<file path="src/motion_config.svh">
`ifndef MOTION_CONFIG_SVH
`define MOTION_CONFIG_SVH

// active frame size
`define H_PIXEL    800
`define V_PIXEL    600

// coordinate widths
`define X_W        11
`define Y_W        10

// luma difference above which a pixel counts as moving
`define DIFF_THR   60

// merge distance in pixels
`define MIN_DISC   100

// tracker count and object count width
`define OBJ_SLOTS  8
`define CNT_W      4

// red in RGB565
`define BORDER_RAW 16'hF800

`endif

</file>
<file path="src/video_pkg.sv">
`default_nettype none

package video_pkg;

    // one RGB565 word, read as fields or as a raw word
    typedef union packed {
        logic [15:0] raw;
        struct packed {
            logic [4:0] r;
            logic [5:0] g;
            logic [4:0] b;
        } rgb;
    } pixel_u;

endpackage

`default_nettype wire

</file>
<file path="src/motion_detect.sv">
`timescale 1ns/100ps
`default_nettype none
`include "motion_config.svh"

module motion_detect import video_pkg::*; (
    input  logic            cam_pclk,
    input  logic            reset,
    input  logic            pix_valid,
    input  logic            href,
    input  logic            vsync,
    input  pixel_u          pix_in,
    input  logic [7:0]      prev_y,
    output logic            det_valid,
    output pixel_u          det_pixel,
    output logic [7:0]      det_luma,
    output logic            det_motion,
    output logic [`X_W-1:0] det_x,
    output logic [`Y_W-1:0] det_y,
    output logic            frame_start
);

    logic [7:0]      r8;
    logic [7:0]      g8;
    logic [7:0]      b8;
    logic [15:0]     luma_sum;
    logic [7:0]      luma;
    logic [7:0]      diff;
    logic [`X_W-1:0] x_cnt;
    logic [`Y_W-1:0] y_cnt;
    logic            href_d;
    logic            vsync_d;

    // widen each field by repeating its top bits
    assign r8 = {pix_in.rgb.r, pix_in.rgb.r[4:2]};
    assign g8 = {pix_in.rgb.g, pix_in.rgb.g[5:4]};
    assign b8 = {pix_in.rgb.b, pix_in.rgb.b[4:2]};

    // weights sum to 256, so the top byte is the luma
    assign luma_sum = 16'd77 * {8'd0, r8} + 16'd150 * {8'd0, g8} + 16'd29 * {8'd0, b8};
    assign luma     = luma_sum[15:8];
    assign diff     = (luma > prev_y) ? luma - prev_y : prev_y - luma;

    // pixel counter, held at the last column on overlong lines
    always_ff @(posedge cam_pclk) begin
        if (reset) begin
            x_cnt   <= '0;
            y_cnt   <= '0;
            href_d  <= 1'b0;
            vsync_d <= 1'b0;
        end else begin
            href_d  <= href;
            vsync_d <= vsync;
            if (!href) begin
                x_cnt <= '0;
            end else if (pix_valid && x_cnt != `X_W'(`H_PIXEL - 1)) begin
                x_cnt <= x_cnt + 1'b1;
            end
            // line count advances on the end of each line
            if (vsync) begin
                y_cnt <= '0;
            end else if (href_d && !href && y_cnt != `Y_W'(`V_PIXEL - 1)) begin
                y_cnt <= y_cnt + 1'b1;
            end
        end
    end

    always_ff @(posedge cam_pclk) begin
        if (reset) begin
            det_valid   <= 1'b0;
            det_motion  <= 1'b0;
            frame_start <= 1'b0;
        end else begin
            det_valid   <= pix_valid;
            det_motion  <= pix_valid && (diff > `DIFF_THR);
            frame_start <= vsync && !vsync_d;
        end
    end

    always_ff @(posedge cam_pclk) begin
        det_pixel <= pix_in;
        det_luma  <= luma;
        det_x     <= x_cnt;
        det_y     <= y_cnt;
    end

endmodule

`default_nettype wire

</file>
<file path="src/obj_slot.sv">
`timescale 1ns/100ps
`default_nettype none
`include "motion_config.svh"

module obj_slot (
    input  logic            cam_pclk,
    input  logic            reset,
    input  logic            det_valid,
    input  logic            det_motion,
    input  logic [`X_W-1:0] det_x,
    input  logic [`Y_W-1:0] det_y,
    input  logic            frame_start,
    input  logic            match_in,
    input  logic            free_in,
    input  logic            any_match,
    output logic            match_out,
    output logic            free_out,
    output logic            lat_valid,
    output logic [`X_W-1:0] lat_xmin,
    output logic [`X_W-1:0] lat_xmax,
    output logic [`Y_W-1:0] lat_ymin,
    output logic [`Y_W-1:0] lat_ymax
);

    localparam logic [`X_W-1:0] DISC_X = `MIN_DISC;
    localparam logic [`Y_W-1:0] DISC_Y = `MIN_DISC;

    logic            box_valid;
    logic [`X_W-1:0] box_xmin;
    logic [`X_W-1:0] box_xmax;
    logic [`Y_W-1:0] box_ymin;
    logic [`Y_W-1:0] box_ymax;
    logic [`X_W-1:0] win_xlo;
    logic [`X_W:0]   win_xhi;
    logic [`Y_W-1:0] win_ylo;
    logic [`Y_W:0]   win_yhi;
    logic            moving;
    logic            hit;
    logic            claim_match;
    logic            claim_free;

    assign moving = det_valid && det_motion;

    // merge window, low edge saturates at zero
    assign win_xlo = (box_xmin > DISC_X) ? box_xmin - DISC_X : '0;
    assign win_xhi = {1'b0, box_xmax} + {1'b0, DISC_X};
    assign win_ylo = (box_ymin > DISC_Y) ? box_ymin - DISC_Y : '0;
    assign win_yhi = {1'b0, box_ymax} + {1'b0, DISC_Y};

    assign hit = moving && box_valid
              && det_x >= win_xlo && {1'b0, det_x} <= win_xhi
              && det_y >= win_ylo && {1'b0, det_y} <= win_yhi;

    // priority chains, lower index wins
    assign match_out   = match_in || hit;
    assign free_out    = free_in || !box_valid;
    assign claim_match = hit && !match_in;
    assign claim_free  = moving && !any_match && !box_valid && !free_in;

    always_ff @(posedge cam_pclk) begin
        if (reset) begin
            box_valid <= 1'b0;
            lat_valid <= 1'b0;
        end else if (frame_start) begin
            lat_valid <= box_valid;
            box_valid <= 1'b0;
        end else if (claim_free) begin
            box_valid <= 1'b1;
        end
    end

    always_ff @(posedge cam_pclk) begin
        if (frame_start) begin
            lat_xmin <= box_xmin;
            lat_xmax <= box_xmax;
            lat_ymin <= box_ymin;
            lat_ymax <= box_ymax;
        end else if (claim_free) begin
            // new box starts as the single pixel
            box_xmin <= det_x;
            box_xmax <= det_x;
            box_ymin <= det_y;
            box_ymax <= det_y;
        end else if (claim_match) begin
            if (det_x < box_xmin) box_xmin <= det_x;
            if (det_x > box_xmax) box_xmax <= det_x;
            if (det_y < box_ymin) box_ymin <= det_y;
            if (det_y > box_ymax) box_ymax <= det_y;
        end
    end

endmodule

`default_nettype wire

</file>
<file path="src/box_overlay.sv">
`timescale 1ns/100ps
`default_nettype none
`include "motion_config.svh"

module box_overlay import video_pkg::*; (
    input  logic                               cam_pclk,
    input  logic                               reset,
    input  logic                               det_valid,
    input  pixel_u                             det_pixel,
    input  logic [7:0]                         det_luma,
    input  logic                               det_motion,
    input  logic [`X_W-1:0]                    det_x,
    input  logic [`Y_W-1:0]                    det_y,
    input  logic                               frame_start,
    input  logic [`OBJ_SLOTS-1:0]              lat_valid,
    input  logic [`OBJ_SLOTS-1:0][`X_W-1:0]    lat_xmin,
    input  logic [`OBJ_SLOTS-1:0][`X_W-1:0]    lat_xmax,
    input  logic [`OBJ_SLOTS-1:0][`Y_W-1:0]    lat_ymin,
    input  logic [`OBJ_SLOTS-1:0][`Y_W-1:0]    lat_ymax,
    output logic                               out_valid,
    output pixel_u                             out_pixel,
    output logic                               out_motion,
    output logic [7:0]                         luma_out,
    output logic [`CNT_W-1:0]                  obj_num
);

    logic              on_edge;
    logic              in_xr;
    logic              in_yr;
    logic              count_now;
    logic [`CNT_W-1:0] valid_cnt;
    pixel_u            ovl_pix;

    // border test against every latched box
    always_comb begin
        on_edge = 1'b0;
        for (int i = 0; i < `OBJ_SLOTS; i++) begin
            in_xr = det_x >= lat_xmin[i] && det_x <= lat_xmax[i];
            in_yr = det_y >= lat_ymin[i] && det_y <= lat_ymax[i];
            if (lat_valid[i]) begin
                if ((det_x == lat_xmin[i] || det_x == lat_xmax[i]) && in_yr) on_edge = 1'b1;
                if ((det_y == lat_ymin[i] || det_y == lat_ymax[i]) && in_xr) on_edge = 1'b1;
            end
        end
    end

    always_comb begin
        ovl_pix = det_pixel;
        if (on_edge) ovl_pix.raw = `BORDER_RAW;
    end

    always_comb begin
        valid_cnt = '0;
        for (int i = 0; i < `OBJ_SLOTS; i++) begin
            valid_cnt = valid_cnt + {{(`CNT_W - 1){1'b0}}, lat_valid[i]};
        end
    end

    always_ff @(posedge cam_pclk) begin
        if (reset) begin
            out_valid  <= 1'b0;
            out_motion <= 1'b0;
            count_now  <= 1'b0;
            obj_num    <= '0;
        end else begin
            out_valid  <= det_valid;
            out_motion <= det_motion;
            // slots latch on frame_start, count one cycle later
            count_now  <= frame_start;
            if (count_now) obj_num <= valid_cnt;
        end
    end

    always_ff @(posedge cam_pclk) begin
        out_pixel <= ovl_pix;
        luma_out  <= det_luma;
    end

endmodule

`default_nettype wire

</file>
<file path="src/mov_check_top.sv">
`timescale 1ns/100ps
`default_nettype none
`include "motion_config.svh"

module mov_check_top import video_pkg::*; (
    input  logic              cam_pclk,
    input  logic              reset,
    input  logic              pix_valid,
    input  logic              href,
    input  logic              vsync,
    input  pixel_u            pix_in,
    input  logic [7:0]        prev_y,
    output logic              out_valid,
    output pixel_u            out_pixel,
    output logic              out_motion,
    output logic [7:0]        luma_out,
    output logic [`CNT_W-1:0] obj_num
);

    logic                            det_valid;
    pixel_u                          det_pixel;
    logic [7:0]                      det_luma;
    logic                            det_motion;
    logic [`X_W-1:0]                 det_x;
    logic [`Y_W-1:0]                 det_y;
    logic                            frame_start;
    logic [`OBJ_SLOTS:0]             match_chain;
    logic [`OBJ_SLOTS:0]             free_chain;
    logic [`OBJ_SLOTS-1:0]           lat_valid;
    logic [`OBJ_SLOTS-1:0][`X_W-1:0] lat_xmin;
    logic [`OBJ_SLOTS-1:0][`X_W-1:0] lat_xmax;
    logic [`OBJ_SLOTS-1:0][`Y_W-1:0] lat_ymin;
    logic [`OBJ_SLOTS-1:0][`Y_W-1:0] lat_ymax;

    // chain heads, nothing below slot 0
    assign match_chain[0] = 1'b0;
    assign free_chain[0]  = 1'b0;

    motion_detect u_motion_detect (
        .cam_pclk   (cam_pclk),
        .reset      (reset),
        .pix_valid  (pix_valid),
        .href       (href),
        .vsync      (vsync),
        .pix_in     (pix_in),
        .prev_y     (prev_y),
        .det_valid  (det_valid),
        .det_pixel  (det_pixel),
        .det_luma   (det_luma),
        .det_motion (det_motion),
        .det_x      (det_x),
        .det_y      (det_y),
        .frame_start(frame_start)
    );

    for (genvar i = 0; i < `OBJ_SLOTS; i++) begin : g_slot
        obj_slot u_obj_slot (
            .cam_pclk   (cam_pclk),
            .reset      (reset),
            .det_valid  (det_valid),
            .det_motion (det_motion),
            .det_x      (det_x),
            .det_y      (det_y),
            .frame_start(frame_start),
            .match_in   (match_chain[i]),
            .free_in    (free_chain[i]),
            .any_match  (match_chain[`OBJ_SLOTS]),
            .match_out  (match_chain[i+1]),
            .free_out   (free_chain[i+1]),
            .lat_valid  (lat_valid[i]),
            .lat_xmin   (lat_xmin[i]),
            .lat_xmax   (lat_xmax[i]),
            .lat_ymin   (lat_ymin[i]),
            .lat_ymax   (lat_ymax[i])
        );
    end

    box_overlay u_box_overlay (
        .cam_pclk   (cam_pclk),
        .reset      (reset),
        .det_valid  (det_valid),
        .det_pixel  (det_pixel),
        .det_luma   (det_luma),
        .det_motion (det_motion),
        .det_x      (det_x),
        .det_y      (det_y),
        .frame_start(frame_start),
        .lat_valid  (lat_valid),
        .lat_xmin   (lat_xmin),
        .lat_xmax   (lat_xmax),
        .lat_ymin   (lat_ymin),
        .lat_ymax   (lat_ymax),
        .out_valid  (out_valid),
        .out_pixel  (out_pixel),
        .out_motion (out_motion),
        .luma_out   (luma_out),
        .obj_num    (obj_num)
    );

endmodule

`default_nettype wire

</file>
<file path="config.mk">
export PLATFORM = sky130hd
export DESIGN_NAME = mov_check_top
export DESIGN_NICKNAME = d
export VERILOG_FILES = /design/src/video_pkg.sv /design/src/motion_detect.sv /design/src/obj_slot.sv /design/src/box_overlay.sv /design/src/mov_check_top.sv
export VERILOG_INCLUDE_DIRS = /design/src
export SDC_FILE = /design/constraint.sdc
export NUM_CORES = 2
export LEC_CHECK = 0
export BUFFER_PORTS_ARGS = -buffer_cell sky130_fd_sc_hd__buf_2
export CORE_ASPECT_RATIO = 0.7
export CORE_MARGIN = 3
export CORE_UTILIZATION = 43
export DETAILED_ROUTE_END_ITERATION = 8
export GPL_ROUTABILITY_DRIVEN = 0
export GPL_TIMING_DRIVEN = 0
export SLEW_MARGIN = 40
export SYNTH_ARGS = -nofsm -noshare
export SYNTH_HDL_FRONTEND = slang
export SYNTH_HIERARCHICAL = 1
export SYNTH_SLANG_ARGS = --single-unit
</file>
<file path="constraint.sdc">
create_clock -name cam_pclk -period 28.7 [get_ports cam_pclk]
set_input_delay 1.435 -clock cam_pclk [delete_from_list [all_inputs] [get_ports cam_pclk]]
set_output_delay 1.435 -clock cam_pclk [all_outputs]
set_load 0.05 [all_outputs]
</file>
==> flow_summary.yaml <==
clock_network:
  tritoncts: "done"
  numCtsBuffers: 83
  htree_levels: 3
  clk_pin_slew_worst_paths_ps: 60
  post_cts_resize_count: 0
  hold_buffers: 0
  insertion_delay_ps: 690
  clock_sinks: 790
  cts_setup_buffers: 0
  clk_path_buf_depth: 3
  cts-root-buf: "clkbuf_16"
timing:
  max_slew_margin_pct: 39.89
  worstMarginPinSlew_ps: 893.4
  rsz0062_at_grt: "no"
  setup-tns-final_ps: 0
  hold_viol: 0
  setup_viol: 0
  min_period_ps: 9658
  period_share_pct: 33.65
  maxSlewViolCount: 0
  clock.fmax_mhz: 103.5
  fin_skew_ps: 29.92
cells_and_area:
  nNetsFinal: 6717
  syn2layout_area_growth_pct: 11.38
  drive_gt1_share_pct: 6.889
status:
  run_status: "finished clean"
global_route:
  grt.busiest_layer: "met2"
  grt_pass1_vias: 39350
  overflow: 0
  use_met3_pct: 3.200
  met2_usage_pct: 30.31
  grt_max_degree: 45
  grt_use_total_pct: 20.08
  grt_pass1_wl_um: 215500
  antenna_found_initial: 4
  grt.met1_usage_pct: 29.93
power:
  total_leakage_power_nw: 28.75
  swShare_pct: 36.82
  p_seq_share_pct: 30.9
  p_switching_w: 0.001537
  max-vdd-ir-drop_mv: 0.2809
  p_comb_share_pct: 43.7
  clkPwrFrac_pct: 25.4
  p_int_w: 0.002638
  powerDensity_mw_per_mm2: 66.68
  p_total_w: 0.004175
floorplanning:
  die_w_um: 438.2
  core_area_sq_mm: 0.1292
  rows: 110
  ioPinCount: 59
  die-area_sq_mm: 0.1352
  die_y_um: 308.5
  start_util_pct: 43.51
route:
  drc: 0
  avgRoutedWirePerCell_um: 18.54
  wl_um: 135800
  drtIter0Drc: 2482
  first_pass_iters: 5
  via_count: 39810
  viasPerCell: 5.435
  antenna_left: 0
setup_path:
  cp-start-kind: "input port"
  crit_path_max_incr_delay_ps: 540
  crit_slowest_cell: "fa_1"
  critPathMaxFanout: 9
  required_ps: 29290
  cp-end-kind: "flop"
  critPathMostFrequentCell: "ha_1"
  arrival_ps: 10250
  crit_type: "input port to flop"
place:
  hpwl_um: 101800
  io_buffers: 58
synth:
  ys_warn_count: 6
  netlist_area_sq_mm: 0.05623
  syn_area_per_cell_sq_um: 10.56
  netlist_instances: 5322
job:
  drv_cap: 0
worst_hold_path:
  hp-class: "flop to flop"
-- power groups by stage --
stage          logic, W  registers (W)  clock network [W]
2_1_floorplan   0.00136        0.00135                  0
3_3_place_gp    0.00175        0.00134                  0
3_5_place_dp    0.00178        0.00131                  0
4_1_cts         0.00180        0.00129            0.00109
5_1_grt         0.00204        0.00129            0.00114
6_report        0.00182        0.00129            0.00106
-- metrics by stage --
step	worst slack [ps]	std cells	hold WS (ps)	cell area, sq um	util, %
2_1_floorplan	17870	5325	309.6	56240	-
4_1_cts	19180	7325	324.5	62610	48.44
6_report	19040	7326	325.1	62620	48.46
3_3_place_gp	12460	7119	310.8	58700	45.42
5_1_grt	18520	7325	330.9	62620	48.45
3_5_place_dp	18510	7171	312.1	59960	46.39
-- cell type report --
class	instances	area, sq um
Clock inverter	50	420.4
Timing Repair Buffer	110	1274
Inverter	817	3069
Sequential cell	790	22620
Fill cell	11690	66610
Buffer	17	86.33
Antenna cell	1	2.502
Clock buffer	104	2227
Tap cell	1736	2172
Multi-Input combinational cell	3701	30750
-- worst max-delay path, delay by kind of cell --
family	cells	cell delay (ps)
AO/OA/AOI/OAI	9	2000
XOR/XNOR	2	310
adder cells (fa/ha/maj)	11	4450
buffers and inverters	6	570
multiplexers	1	350
AND/OR/NAND/NOR	8	1100
-- layout by cell type (no fill, tap or decap), drive strengths merged, types with 41 or more instances in the layout --
| cell type | n |
|---|---|
| dfxtp | 118 |
| nor3 | 105 |
| o21ai | 194 |
| nor2 | 200 |
| fa | 60 |
| nand4 | 147 |
| o211ai | 41 |
| a21oi | 330 |
| nand2b | 88 |
| edfxtp | 672 |
| ha | 1108 |
| buf | 116 |
| a21o | 137 |
| inv | 824 |
| xnor2 | 179 |
| a31oi | 47 |
| clkbuf | 115 |
| nand2 | 319 |
| nand3 | 121 |
| nor2b | 72 |
| a211oi | 49 |
-- state kept, by name, indices dropped and copies added, names as in the netlist, 4 cells and up --
name,flops
g_slot.u_obj_slot/box_valid,8
g_slot.u_obj_slot/box_xmax,88
g_slot.u_obj_slot/box_xmin,88
g_slot.u_obj_slot/box_ymax,80
g_slot.u_obj_slot/box_ymin,80
g_slot.u_obj_slot/lat_valid,8
g_slot.u_obj_slot/lat_xmax,88
g_slot.u_obj_slot/lat_xmin,88
g_slot.u_obj_slot/lat_ymax,80
g_slot.u_obj_slot/lat_ymin,80
u_box_overlay/luma_out,8
u_box_overlay/obj_num,4
u_box_overlay/out_pixel,16
u_motion_detect/det_luma,8
u_motion_detect/det_pixel,16
u_motion_detect/det_x,11
u_motion_detect/det_y,10
u_motion_detect/x_cnt,11
u_motion_detect/y_cnt,10
-- final timing paths --
check                                        start                               end  cells past startpoint  slack [ps]
setup / recovery                         pix_in[9]        u_motion_detect/det_motion                     37       19040
hold / removal         u_motion_detect/det_luma[7]         u_box_overlay/luma_out[7]                      0         330
setup reg to reg  g_slot[0].u_obj_slot/box_ymin[2]  g_slot[7].u_obj_slot/box_ymax[8]                     25       20940
hold reg to reg        u_motion_detect/det_luma[7]         u_box_overlay/luma_out[7]                      0         330
-- per-layer routing --
metal	vias to the layer above	routed length, um
met5	-	15
met4	2	3320
met3	194	6037
met2	661	56620
met1	19110	69820
li1	19850	-
Power figures use the tool's default switching activity.
